**config.mk**
```make
export PLATFORM = sky130hd
export DESIGN_NAME = lsu_top
export DESIGN_NICKNAME = d
export VERILOG_FILES = /design/src/common/lsu_pkg.sv /design/src/design/pipe_stage.sv /design/src/design/lane_planner.sv /design/src/lsu/bus_sequencer.sv /design/src/lsu/load_align.sv /design/src/lsu/lsu_top.sv
export VERILOG_INCLUDE_DIRS = /design/src /design/src/common
export SDC_FILE = /design/constraint.sdc
export NUM_CORES = 1
export LEC_CHECK = 0
export ABC_AREA = 1
export BUFFER_PORTS_ARGS = -buffer_cell sky130_fd_sc_hd__clkbuf_2
export CELL_PAD_IN_SITES_DETAIL_PLACEMENT = 1
export CELL_PAD_IN_SITES_GLOBAL_PLACEMENT = 2
export CORE_ASPECT_RATIO = 2
export CORE_MARGIN = 5
export CORE_UTILIZATION = 35
export DETAILED_ROUTE_END_ITERATION = 10
export PLACE_DENSITY_LB_ADDON = 0.1
export SLEW_MARGIN = 20
export SYNTH_ARGS = -nofsm -noshare
export SYNTH_HDL_FRONTEND = slang
export SYNTH_SLANG_ARGS = --single-unit
export TNS_END_PERCENT = 100
```
**constraint.sdc**
```tcl
create_clock -name clock -period 6.63 [get_ports clock]
set_input_delay 1.326 -clock clock [delete_from_list [all_inputs] [get_ports clock]]
set_output_delay 1.326 -clock clock [all_outputs]
set_load 0.05 [all_outputs]
```
**src/common/lsu_settings.svh**
```systemverilog
`ifndef LSU_SETTINGS_SVH
`define LSU_SETTINGS_SVH

// address and load/store data width
`define LSU_ADDR_W 32

// byte lanes on the memory bus, 64 bits in all
`define LSU_BUS_BYTES 8
`define LSU_BUS_W 64

// byte offset within one bus word
`define LSU_OFF_W 3

// transfer size field and response field
`define LSU_SIZE_W 3
`define LSU_RESP_W 2

// slave response for an access fault
`define LSU_RESP_FAULT 3

`endif

```
**src/common/lsu_pkg.sv**
```systemverilog
`include "lsu_settings.svh"

package lsu_pkg;

	// bit 3 set marks a store
	typedef enum logic [3:0] {
		OP_LW  = 4'h0,
		OP_LH  = 4'h1,
		OP_LHU = 4'h2,
		OP_LB  = 4'h3,
		OP_LBU = 4'h4,
		OP_SW  = 4'h8,
		OP_SH  = 4'h9,
		OP_SB  = 4'ha
	} lsu_op_e;

	// --------------------
	// request and result
	// --------------------

	typedef struct packed {
		lsu_op_e                op;
		logic [`LSU_ADDR_W-1:0] addr;
		logic [`LSU_ADDR_W-1:0] data;
	} lsu_req_t;

	// stores come back with zero data
	typedef struct packed {
		logic [`LSU_ADDR_W-1:0] data;
		logic                   fault;
	} lsu_resp_t;

	// --------------------
	// memory bus channels
	// --------------------

	// shared by ar and aw
	typedef struct packed {
		logic [`LSU_ADDR_W-1:0] addr;
		logic [`LSU_SIZE_W-1:0] size;
	} mem_a_t;

	typedef struct packed {
		logic [`LSU_BUS_W-1:0]     data;
		logic [`LSU_BUS_BYTES-1:0] strb;
	} mem_w_t;

	typedef struct packed {
		logic [`LSU_BUS_W-1:0]  data;
		logic [`LSU_RESP_W-1:0] resp;
	} mem_r_t;

	// --------------------
	// internal stages
	// --------------------

	// lane plan for one request, beats is 1 or 2
	typedef struct packed {
		lsu_op_e                   op;
		logic [`LSU_OFF_W-1:0]     offset;
		logic [1:0]                beats;
		logic [`LSU_ADDR_W-1:0]    addr0;
		logic [`LSU_ADDR_W-1:0]    addr1;
		logic [`LSU_BUS_BYTES-1:0] strb0;
		logic [`LSU_BUS_BYTES-1:0] strb1;
		logic [`LSU_SIZE_W-1:0]    size;
		logic [`LSU_BUS_W-1:0]     wdata;
	} beat_plan_t;

	// finished access, raw beats still unaligned
	typedef struct packed {
		lsu_op_e                   op;
		logic [`LSU_OFF_W-1:0]     offset;
		logic [`LSU_BUS_BYTES-1:0] strb0;
		logic [`LSU_BUS_BYTES-1:0] strb1;
		logic [`LSU_BUS_W-1:0]     data0;
		logic [`LSU_BUS_W-1:0]     data1;
		logic                      fault;
	} seq_done_t;

	function automatic logic is_store(lsu_op_e op);
		return op inside {OP_SW, OP_SH, OP_SB};
	endfunction

endpackage

```
**src/design/pipe_stage.sv**
```systemverilog
`timescale 1ns/1ps

module pipe_stage #(
	parameter type payload_t = logic
) (
	input  logic     clock,
	input  logic     reset,
	input  logic     in_valid,
	output logic     in_ready,
	input  payload_t in_data,
	output logic     out_valid,
	input  logic     out_ready,
	output payload_t out_data
);

	logic     full;
	logic     live;
	payload_t data_q;

	// goes high one cycle out of reset
	always_ff @(posedge clock) begin
		if (reset) begin
			live <= 1'b0;
		end else begin
			live <= 1'b1;
		end
	end

	// empty slot, or a full one draining this cycle
	assign in_ready = live && (!full || out_ready);

	always_ff @(posedge clock) begin
		if (reset) begin
			full <= 1'b0;
		end else if (in_valid && in_ready) begin
			full <= 1'b1;
		end else if (out_ready) begin
			full <= 1'b0;
		end
	end

	always_ff @(posedge clock) begin
		if (in_valid && in_ready) begin
			data_q <= in_data;
		end
	end

	assign out_valid = full;
	assign out_data  = data_q;

endmodule

```
**src/design/lane_planner.sv**
```systemverilog
`timescale 1ns/1ps
`include "lsu_settings.svh"

module lane_planner (
	input  lsu_pkg::lsu_req_t   req,
	output lsu_pkg::beat_plan_t plan
);

	import lsu_pkg::*;

	logic [`LSU_OFF_W-1:0]     offset;
	logic [2:0]                nbytes;
	logic [2:0]                room;
	logic                      crosses;
	logic [`LSU_ADDR_W-1:0]    next_word;
	logic [`LSU_OFF_W-1:0]     lane;
	logic [`LSU_BUS_BYTES-1:0] strb0;
	logic [`LSU_BUS_BYTES-1:0] strb1;
	logic [`LSU_BUS_W-1:0]     wdata;

	assign offset = req.addr[`LSU_OFF_W-1:0];

	always_comb begin
		case (req.op)
			OP_LW, OP_SW:         nbytes = 3'd4;
			OP_LH, OP_LHU, OP_SH: nbytes = 3'd2;
			default:              nbytes = 3'd1;
		endcase
	end

	// bytes left before the next 4-byte boundary
	assign room      = 3'd4 - {1'b0, req.addr[1:0]};
	assign crosses   = nbytes > room;
	assign next_word = {req.addr[`LSU_ADDR_W-1:2] + 1'b1, 2'b00};

	// --------------------
	// lanes and data
	// --------------------

	// byte i lands on lane (addr + i) mod 8
	always_comb begin
		strb0 = '0;
		strb1 = '0;
		wdata = '0;
		lane  = offset;
		for (int i = 0; i < 4; i++) begin
			lane = offset + 3'(i);
			wdata[lane*8 +: 8] = req.data[i*8 +: 8];
			if (i < nbytes) begin
				if (i < room) begin
					strb0[lane] = 1'b1;
				end else begin
					strb1[lane] = 1'b1;
				end
			end
		end
	end

	// --------------------
	// plan
	// --------------------

	always_comb begin
		plan        = '0;
		plan.op     = req.op;
		plan.offset = offset;
		plan.beats  = crosses ? 2'd2 : 2'd1;
		plan.addr0  = req.addr;
		plan.addr1  = next_word;
		plan.strb0  = strb0;
		plan.strb1  = strb1;
		plan.wdata  = wdata;
		// size follows the op, not the split
		case (nbytes)
			3'd4:    plan.size = `LSU_SIZE_W'(2);
			3'd2:    plan.size = `LSU_SIZE_W'(1);
			default: plan.size = `LSU_SIZE_W'(0);
		endcase
	end

endmodule

```
**src/lsu/bus_sequencer.sv**
```systemverilog
`timescale 1ns/1ps
`include "lsu_settings.svh"

module bus_sequencer (
	input  logic                   clock,
	input  logic                   reset,
	input  logic                   plan_valid,
	output logic                   plan_ready,
	input  lsu_pkg::beat_plan_t    plan,
	output logic                   ar_valid,
	input  logic                   ar_ready,
	output lsu_pkg::mem_a_t        ar,
	input  logic                   r_valid,
	output logic                   r_ready,
	input  lsu_pkg::mem_r_t        r,
	output logic                   aw_valid,
	input  logic                   aw_ready,
	output lsu_pkg::mem_a_t        aw,
	output logic                   w_valid,
	input  logic                   w_ready,
	output lsu_pkg::mem_w_t        w,
	input  logic                   b_valid,
	output logic                   b_ready,
	input  logic [`LSU_RESP_W-1:0] b_resp,
	output logic                   done_valid,
	input  logic                   done_ready,
	output lsu_pkg::seq_done_t     done
);

	import lsu_pkg::*;

	typedef enum logic [1:0] {
		R_IDLE,
		R_ADDR,
		R_DATA
	} rd_state_e;

	typedef enum logic [1:0] {
		W_IDLE,
		W_SEND,
		W_RESP
	} wr_state_e;

	rd_state_e             rd_state;
	wr_state_e             wr_state;
	beat_plan_t            plan_q;
	logic                  second_q;
	logic                  aw_pend;
	logic                  w_pend;
	logic                  done_q;
	logic                  fault_q;
	logic [`LSU_BUS_W-1:0] data0_q;
	logic [`LSU_BUS_W-1:0] data1_q;
	logic                  take;
	logic                  r_fire;
	logic                  b_fire;
	logic                  r_fault;
	logic                  b_fault;
	logic                  last_beat;
	mem_a_t                beat_a;

	// new access only when both sides idle and the last one is gone
	assign plan_ready = (rd_state == R_IDLE) && (wr_state == W_IDLE)
		&& (!done_q || done_ready);
	assign take      = plan_valid && plan_ready;
	assign r_fire    = r_valid && r_ready;
	assign b_fire    = b_valid && b_ready;
	assign r_fault   = r.resp == `LSU_RESP_W'(`LSU_RESP_FAULT);
	assign b_fault   = b_resp == `LSU_RESP_W'(`LSU_RESP_FAULT);
	assign last_beat = second_q || (plan_q.beats != 2'd2);

	// --------------------
	// read FSM
	// --------------------

	always_ff @(posedge clock) begin
		if (reset) begin
			rd_state <= R_IDLE;
		end else begin
			case (rd_state)
				R_IDLE: begin
					if (take && !is_store(plan.op)) begin
						rd_state <= R_ADDR;
					end
				end
				R_ADDR: begin
					if (ar_ready) begin
						rd_state <= R_DATA;
					end
				end
				R_DATA: begin
					// second beat goes out right after the first response
					if (r_valid) begin
						rd_state <= last_beat ? R_IDLE : R_ADDR;
					end
				end
				default: rd_state <= R_IDLE;
			endcase
		end
	end

	// --------------------
	// write FSM
	// --------------------

	// aw and w complete on their own
	always_ff @(posedge clock) begin
		if (reset) begin
			wr_state <= W_IDLE;
			aw_pend  <= 1'b0;
			w_pend   <= 1'b0;
		end else begin
			case (wr_state)
				W_IDLE: begin
					if (take && is_store(plan.op)) begin
						wr_state <= W_SEND;
						aw_pend  <= 1'b1;
						w_pend   <= 1'b1;
					end
				end
				W_SEND: begin
					if (aw_ready) begin
						aw_pend <= 1'b0;
					end
					if (w_ready) begin
						w_pend <= 1'b0;
					end
					if ((!aw_pend || aw_ready) && (!w_pend || w_ready)) begin
						wr_state <= W_RESP;
					end
				end
				W_RESP: begin
					if (b_valid && !last_beat) begin
						wr_state <= W_SEND;
						aw_pend  <= 1'b1;
						w_pend   <= 1'b1;
					end else if (b_valid) begin
						wr_state <= W_IDLE;
					end
				end
				default: wr_state <= W_IDLE;
			endcase
		end
	end

	// --------------------
	// beat and completion
	// --------------------

	always_ff @(posedge clock) begin
		if (reset) begin
			second_q <= 1'b0;
			done_q   <= 1'b0;
		end else begin
			if (take) begin
				second_q <= 1'b0;
			end else if ((r_fire || b_fire) && !last_beat) begin
				second_q <= 1'b1;
			end
			if ((r_fire || b_fire) && last_beat) begin
				done_q <= 1'b1;
			end else if (done_ready) begin
				done_q <= 1'b0;
			end
		end
	end

	// plan, read beats, fault over both beats
	always_ff @(posedge clock) begin
		if (take) begin
			plan_q  <= plan;
			fault_q <= 1'b0;
		end else begin
			fault_q <= fault_q | (r_fire && r_fault) | (b_fire && b_fault);
		end
		if (r_fire && !second_q) begin
			data0_q <= r.data;
		end
		if (r_fire && second_q) begin
			data1_q <= r.data;
		end
	end

	assign beat_a.addr = second_q ? plan_q.addr1 : plan_q.addr0;
	assign beat_a.size = plan_q.size;

	assign ar_valid = rd_state == R_ADDR;
	assign r_ready  = rd_state == R_DATA;
	assign ar       = beat_a;
	assign aw_valid = (wr_state == W_SEND) && aw_pend;
	assign w_valid  = (wr_state == W_SEND) && w_pend;
	assign b_ready  = wr_state == W_RESP;
	assign aw       = beat_a;
	assign w.data   = plan_q.wdata;
	assign w.strb   = second_q ? plan_q.strb1 : plan_q.strb0;

	assign done_valid   = done_q;
	assign done.op      = plan_q.op;
	assign done.offset  = plan_q.offset;
	assign done.strb0   = plan_q.strb0;
	assign done.strb1   = plan_q.strb1;
	assign done.data0   = data0_q;
	assign done.data1   = data1_q;
	assign done.fault   = fault_q;

endmodule

```
**src/lsu/load_align.sv**
```systemverilog
`timescale 1ns/1ps
`include "lsu_settings.svh"

module load_align (
	input  lsu_pkg::seq_done_t done,
	output lsu_pkg::lsu_resp_t resp
);

	import lsu_pkg::*;

	logic [3:0][7:0]        raw;
	logic [`LSU_OFF_W-1:0]  lane;
	logic [`LSU_ADDR_W-1:0] word;

	// --------------------
	// byte gather
	// --------------------

	// byte i sits on lane offset + i, in whichever beat strobed it
	always_comb begin
		raw  = '0;
		lane = done.offset;
		for (int i = 0; i < 4; i++) begin
			lane = done.offset + 3'(i);
			if (done.strb0[lane]) begin
				raw[i] = done.data0[lane*8 +: 8];
			end else if (done.strb1[lane]) begin
				raw[i] = done.data1[lane*8 +: 8];
			end
		end
	end

	// --------------------
	// extension
	// --------------------

	always_comb begin
		case (done.op)
			OP_LW:   word = raw;
			OP_LH:   word = {{16{raw[1][7]}}, raw[1], raw[0]};
			OP_LHU:  word = {16'b0, raw[1], raw[0]};
			OP_LB:   word = {{24{raw[0][7]}}, raw[0]};
			OP_LBU:  word = {24'b0, raw[0]};
			// stores return no data
			default: word = '0;
		endcase
	end

	assign resp.data  = word;
	assign resp.fault = done.fault;

endmodule

```
**src/lsu/lsu_top.sv**
```systemverilog
`timescale 1ns/1ps
`include "lsu_settings.svh"

module lsu_top (
	input  logic                   clock,
	input  logic                   reset,
	// request port
	input  logic                   req_valid,
	output logic                   req_ready,
	input  lsu_pkg::lsu_req_t      req,
	// result port
	output logic                   resp_valid,
	input  logic                   resp_ready,
	output lsu_pkg::lsu_resp_t     resp,
	// memory bus
	output logic                   ar_valid,
	input  logic                   ar_ready,
	output lsu_pkg::mem_a_t        ar,
	input  logic                   r_valid,
	output logic                   r_ready,
	input  lsu_pkg::mem_r_t        r,
	output logic                   aw_valid,
	input  logic                   aw_ready,
	output lsu_pkg::mem_a_t        aw,
	output logic                   w_valid,
	input  logic                   w_ready,
	output lsu_pkg::mem_w_t        w,
	input  logic                   b_valid,
	output logic                   b_ready,
	input  logic [`LSU_RESP_W-1:0] b_resp
);

	import lsu_pkg::*;

	logic       plan_valid;
	logic       plan_ready;
	lsu_req_t   req_q;
	beat_plan_t plan;
	logic       done_valid;
	logic       done_ready;
	seq_done_t  done;
	lsu_resp_t  resp_d;

	// --------------------
	// request side
	// --------------------

	pipe_stage #(
		.payload_t (lsu_req_t)
	) req_stage (
		.clock     (clock),
		.reset     (reset),
		.in_valid  (req_valid),
		.in_ready  (req_ready),
		.in_data   (req),
		.out_valid (plan_valid),
		.out_ready (plan_ready),
		.out_data  (req_q)
	);

	lane_planner lane_planner (
		.req  (req_q),
		.plan (plan)
	);

	// --------------------
	// bus side
	// --------------------

	bus_sequencer bus_sequencer (
		.clock      (clock),
		.reset      (reset),
		.plan_valid (plan_valid),
		.plan_ready (plan_ready),
		.plan       (plan),
		.ar_valid   (ar_valid),
		.ar_ready   (ar_ready),
		.ar         (ar),
		.r_valid    (r_valid),
		.r_ready    (r_ready),
		.r          (r),
		.aw_valid   (aw_valid),
		.aw_ready   (aw_ready),
		.aw         (aw),
		.w_valid    (w_valid),
		.w_ready    (w_ready),
		.w          (w),
		.b_valid    (b_valid),
		.b_ready    (b_ready),
		.b_resp     (b_resp),
		.done_valid (done_valid),
		.done_ready (done_ready),
		.done       (done)
	);

	// --------------------
	// result side
	// --------------------

	load_align load_align (
		.done (done),
		.resp (resp_d)
	);

	pipe_stage #(
		.payload_t (lsu_resp_t)
	) resp_stage (
		.clock     (clock),
		.reset     (reset),
		.in_valid  (done_valid),
		.in_ready  (done_ready),
		.in_data   (resp_d),
		.out_valid (resp_valid),
		.out_ready (resp_ready),
		.out_data  (resp)
	);

endmodule

```
## Word level (Yosys, flattened, before mapping)

Index checks and enable logic that the tools add are counted.

| word-level totals | value |
|---|---|
| output and inout port bits | 182 |
| word-level logic and storage cells | 247 |
| bits in registers | 395 |
| input bits | 145 |

| cells by class | value |
|---|---|
| shift operators | 16 |
| reduce and logical (&&, ||, !) cells | 56 |
| bitwise operators | 9 |
| add/sub/neg operators | 12 |
| magnitude comparators | 21 |
| eq/ne operators | 27 |
| mux-type cells | 80 |

Operators by type and width:

| cell | count |
|---|---|
| 64-bit by 7-bit indexed part select with 8-bit output | 8 |
| 8-bit by 34-bit variable shift with 64-bit output (first input constant) | 4 |
| 8-bit by 34-bit indexed part select with 64-bit output | 4 |
| 8-bit 2-to-1 mux | 25 |
| 64-bit bitwise mux | 3 |
| 32-bit one-hot mux with 5 select lines | 1 |
| 6-bit negator with 34-bit output | 4 |
| 64-bit bitwise AND | 1 |
| 8-bit OR | 6 |
| 3-bit by 4-bit < comparator with 1-bit output (second input constant) | 8 |
| 32-bit 2-to-1 mux | 1 |
| 30-bit by 1-bit adder with 30-bit output (second input constant) | 1 |
| 1-bit logical AND | 25 |
| 1-bit binary-select mux with 3-bit select | 8 |
| 1-bit 2-to-1 mux | 24 |
| 2-bit 2-to-1 mux | 8 |
| 2-bit inequality test (second input constant) | 7 |
| 3-bit by 2-bit adder with 3-bit output (second input constant) | 4 |
| 1-bit demux with 3-bit select | 4 |
| 4-bit by 2-bit == test with 1-bit output (second input constant) | 3 |
| 4-bit == test (second input constant) | 3 |
| 3-bit by 1-bit >= comparator with 1-bit output (second input constant) | 4 |
| 1-bit by 3-bit < comparator with 1-bit output (first input constant) | 4 |
| 2-bit by 3-bit < comparator with 1-bit output (first input constant) | 4 |
| other kinds (26) | 57 |

## Logic depth before layout (Yosys ltp)

| logic depth | value |
|---|---|
| depth after elaboration | 15 |
| mapped depth | 19 |
| depth with buffers taken out | 12 |

## Cells and area by module

Synthesis repeated with hierarchy kept, for this count alone.

| second synthesis, totals | value |
|---|---|
| cells, all modules | 2919 |
| area, all modules | 23949.2 µm² |

Modules (own cells, without submodules):

| module | times used | area each (µm²) | seq. area each (µm²) | cells an instance |
|---|---|---|---|---|
| bus_sequencer | 1 | 10507.6 | 8708.4 | 621 |
| lane_planner | 1 | 5445.2 | 0.0 | 1109 |
| load_align | 1 | 4785.8 | 0.0 | 1062 |
| pipe_stage at req_stage | 1 | 2130.8 | 2082.0 | 81 |
| pipe_stage at resp_stage | 1 | 1079.8 | 1031.0 | 46 |

## Least setup slack after synthesis

No wires, ideal clock.

| path | value |
|---|---|
| path type | input to register |
| start point | input resp_ready |
| end point | register bus_sequencer.rd_state[0] |
| stages | 7 |
| required time | 6.508 ns |
| path buffers | 0 |
| library setup time | 0.122 ns |
| arrival time | 5.094 ns |
| path slack | 1.415 ns |
| path through | o21ai_0 > nand2_1 > nand3_1 > inv_1 > nand2_1 > a21oi_1 > a21oi_1 |

| between the ends | value |
|---|---|
| cells in the longest elaborated chain, start to end | 8 |

Ends and longest elaborated chain:

| item | RTL line | source |
|---|---|---|
| from (decl) | lsu_top.sv:13 | `input logic resp_ready,` |
| 1-bit logical OR | pipe_stage.sv:30 | `assign in_ready = live && (!full \|\| out_ready);` |
| 1-bit logical AND | pipe_stage.sv:30 |  |
| 1-bit logical OR | bus_sequencer.sv:64 | `&& (!done_q \|\| done_ready);` |
| 1-bit logical AND | bus_sequencer.sv:64 |  |
| 1-bit logical AND | bus_sequencer.sv:65 | `assign take = plan_valid && plan_ready;` |
| via bus_sequencer.take | bus_sequencer.sv:54 | `logic take;` |
| 1-bit logical AND | bus_sequencer.sv:82 | `if (take && !is_store(plan.op)) begin` |
| 2-bit inequality test (no source line) | n/a |  |
| 3-bit AND reduction (no source line) | n/a |  |
| to (signal assigned) | bus_sequencer.sv:94 | `rd_state <= last_beat ? R_IDLE : R_ADDR;` |
| to (decl) | bus_sequencer.sv:44 | `rd_state_e rd_state;` |

The timed path passes the listed nets, and every way through them passes these cells.
A chain may end at the register's enable or synchronous reset.

==> impl_metrics.env <==
export IMPL_min_from="bus_sequencer.fault_q"
export IMPL_die_x_um=188
export IMPL_drive_gt1_share_pct=16.4
export IMPL_hold_buffers=0
export IMPL_synthArstFlopShare_pct=0
export IMPL_synth_area_leaders="edfxtp_1 (51%), nand2_1 (17%), nand3_1 (7.4%)"
export IMPL_syn_area_sq_mm=0.0222
export IMPL_yosysWarnings=0
export IMPL_clk_pin_slew_ns=0.07
export IMPL_maxClockFrequency_mhz=230
export IMPL_rr_worst_depth=10
export IMPL_p_clk_share_pct=39.0
export IMPL_yosys_area_top_type_share_pct=51.2
export IMPL_n_antenna_cell=0
export IMPL_swShare_pct=29.4
export IMPL_drt_iter0_markers=874
export IMPL_cts_buffers=41
export IMPL_synthTopCellsByCount="nand2_1 (981), edfxtp_1 (379), nand3_1 (328)"
export IMPL_synth_most_common_cell="nand2_1"
export IMPL_p_comb_share_pct=14.7
export IMPL_hpwl_mm=70.8
export IMPL_final_util_pct=39.9
export IMPL_startpoint_type="register"
export IMPL_drt_vias_per_instance=5.39
export IMPL_vdd_drop_max_mv=0.236
export IMPL_start_util_pct=35.3
export IMPL_io_buffers=324
export IMPL_die_area_sq_mm=0.0690
export IMPL_p_total_w=0.00618
export IMPL_grt_pass1_wl_mm=136
export IMPL_cp_required_ns=6.94
export IMPL_power_density_mw_per_mm2=246
export IMPL_cts_root_buf="clkbuf_16"
export IMPL_cap_violations=0
export IMPL_synthFlopType="edfxtp_1"
export IMPL_hold_end="resp_stage.out_data[0]"
export IMPL_cts_buffer_depth=3
export IMPL_slew_viol_final=0
export IMPL_grtUsageTotal_pct=26.0
export IMPL_finalNonFillerCells=3641
export IMPL_detail_route_antenna_nets=0
export IMPL_synth_cell_types=48
export IMPL_syn_instance_count=2639
export IMPL_ys_seq_elements=391
export IMPL_num_rows=130
export IMPL_cts_tree="yes"
export IMPL_drt_pass1_iter_count=5
export IMPL_fill_cells=7514
export IMPL_synth_seq_area_share_pct=52.3
export IMPL_antenna_found_initial=1
export IMPL_period_share_pct=65.7
export IMPL_drc=0
export IMPL_hold_viol=0
export IMPL_top_level_ports=327
export IMPL_status="completed"
export IMPL_setup_viol=0
export IMPL_yosysTopAreaCell="edfxtp_1"
export IMPL_cts_num_sinks=391
export IMPL_period_minus_slack_ns=4.36
export IMPL_endpoint_kind="register"
export IMPL_worstHoldPathCells=0
export IMPL_internal_power_w=0.00436
export IMPL_fin_setup_tns_ns=0
export IMPL_tightest_slew_ns=1.03
export IMPL_place_gp_congestion=0.934
export IMPL_cp_arrival_ns=4.67
export IMPL_dieHeight_um=367
export IMPL_pwr_share_seq_pct=46.3
export IMPL_core_sq_mm=0.0629
export IMPL_routedWlPerCell_um=25.4
export IMPL_worstHoldPathType="reg -> reg"
export IMPL_skew_ns=0.0222
export IMPL_num_vias=19622
export IMPL_rrSetupSlack_ns=2.27
export IMPL_clock_latency_ns=0.58
export IMPL_grt_pass1_vias=21501
export IMPL_fin_nets=2986
export IMPL_p_sw_w=0.00182
export IMPL_wl_mm=92.4
export IMPL_slew_headroom_pct=31.1
export IMPL_p_leak_nw=10.5
export IMPL_cts_setup_buffers=0
export IMPL_worstSetupPathType="reg -> reg"
export IMPL_syn_mean_instance_area_sq_um=8.43
export IMPL_rsz0062_at_grt="false"
export IMPL_grt_overflow=0
export IMPL_area_growth_pct=13.0
export IMPL_synth_edf_count=379
export IMPL_dpl_cell_count=3567
export IMPL_rr_endpoint="bus_sequencer.w[18]"
export IMPL_cts_resized=0
export IMPL_r2r_start="req_stage.out_data[32]"
export IMPL_critPathMaxFanout=17
export IMPL_cts_htree_levels=2
export IMPL_grt_max_degree=89
per-layer routing:
layer / vias up / wire length [um] / share of wire [%] / global-route usage (%)
met4: 2 / 7300 / 7.9 / 16.9
met3: 220 / 3830 / 4.1 / 3.76
li1: 9183 / - / - / -
met1: 9634 / 32000 / 35 / 25.6
met2: 583 / 49200 / 53 / 49.7
met5: - / 7 / 0.0076 / 0
placed cells by master, fill, tap and decap left out, types with 4 or more instances in the layout:
master	netlist	final
nand2_1	981	981
edfxtp_1	379	379
nand3_1	328	328
clkbuf_2	0	324
nor2_1	168	163
inv_1	136	134
o21ai_0	94	94
a21oi_1	67	67
nand4_1	48	48
clkbuf_16	0	41
buf_4	118	25
nor3_1	25	22
ha_1	23	22
xnor2_1	14	14
a22oi_1	14	14
xor2_1	13	12
o211ai_1	12	12
nor3_2	8	11
dfxtp_1	12	11
a31oi_1	10	10
o2111ai_1	10	10
nor2_4	4	8
inv_2	8	8
nand2_2	8	8
nor4_1	8	8
nand3b_1	8	8
o22ai_1	8	8
clkinv_2	0	7
clkinv_1	2	6
o221ai_1	6	6
nor2_2	4	5
mux2i_1	5	5
bufinv_16	0	5
clkinvlp_4	0	5
clkbuf_1	35	4
kinds of logic after synthesis:
family / share of synthesized area (%)
and+or+nand+nor: 30.5
DFF: 52.3
buffers and inverters: 8.67
AOI/OAI and AO/OA: 6.03
xor gates and xnor gates: 1.06
adders and majority gates: 1.29
muxes: 0.225
other: 0.0169
final cells by class:
| type | instances | area [sq um] | share of cell area [%] |
|---|---|---|---|
| Sequential cell | 391 | 11600 | 46.2 |
| Multi-Input combinational cell | 1888 | 8760 | 34.9 |
| Tap cell | 792 | 991 | 3.94 |
| Clock inverter | 29 | 333 | 1.32 |
| Clock buffer | 45 | 1040 | 4.14 |
| Timing Repair Buffer | 350 | 1830 | 7.28 |
| Inverter | 146 | 556 | 2.21 |
registers in the layout, indices dropped and copies added, names as in the netlist, 2 cells and up:
register and flops:
bus_sequencer.ar 2, resp_stage.out_data 33, req_stage.out_data 68, bus_sequencer.plan_q 64
bus_sequencer.wr_state 2, bus_sequencer.rd_state 2, bus_sequencer.data1_q 64, bus_sequencer.data0_q 64
bus_sequencer.w 64, bus_sequencer.done 20
power groups by stage:
stage | logic (W) | registers [W] | clock network (W)
floorplan | 0.000621 | 0.00290 | 0
global placement | 0.000898 | 0.00292 | 0
detailed placement | 0.000913 | 0.00292 | 0
CTS | 0.000916 | 0.00286 | 0.00248
global route | 0.000980 | 0.00287 | 0.00257
finish | 0.000909 | 0.00286 | 0.00241
per-stage QoR:
step	instance area [sq um]	hold WS (ns)	worst slack [ns]
6_report	25100	0.440	2.27
3_3_place_gp	23700	0.415	2.44
4_1_cts	25100	0.441	2.27
2_1_floorplan	22200	0.403	1.41
5_1_grt	25100	0.454	2.01
3_5_place_dp	23800	0.423	2.31
critical path, stage by stage (launching register included):
cell,delay (ns)
edfxtp_1,0.82
inv_2,0.30
ha_1,0.39
ha_1,0.52
inv_1,0.29
ha_1,0.47
inv_1,0.19
nor3_2,0.56
inv_1,0.30
nand2_1,0.13
o22ai_1,0.10
worst max path at each step:
stage	from	to	slack (ns)	cells past startpoint
after floorplan	resp_ready	bus_sequencer.rd_state[0]	1.41	7
after global routing	req_stage.out_data[32]	bus_sequencer.w[55]	2.01	9
final	req_stage.out_data[32]	bus_sequencer.w[18]	2.27	10
after CTS	req_stage.out_data[32]	bus_sequencer.w[18]	2.27	10
after detailed placement	req_stage.out_data[32]	bus_sequencer.w[18]	2.31	10
after global placement	req_stage.out_data[32]	bus_sequencer.w[18]	2.44	10
(Power assumes the default switching activity.)
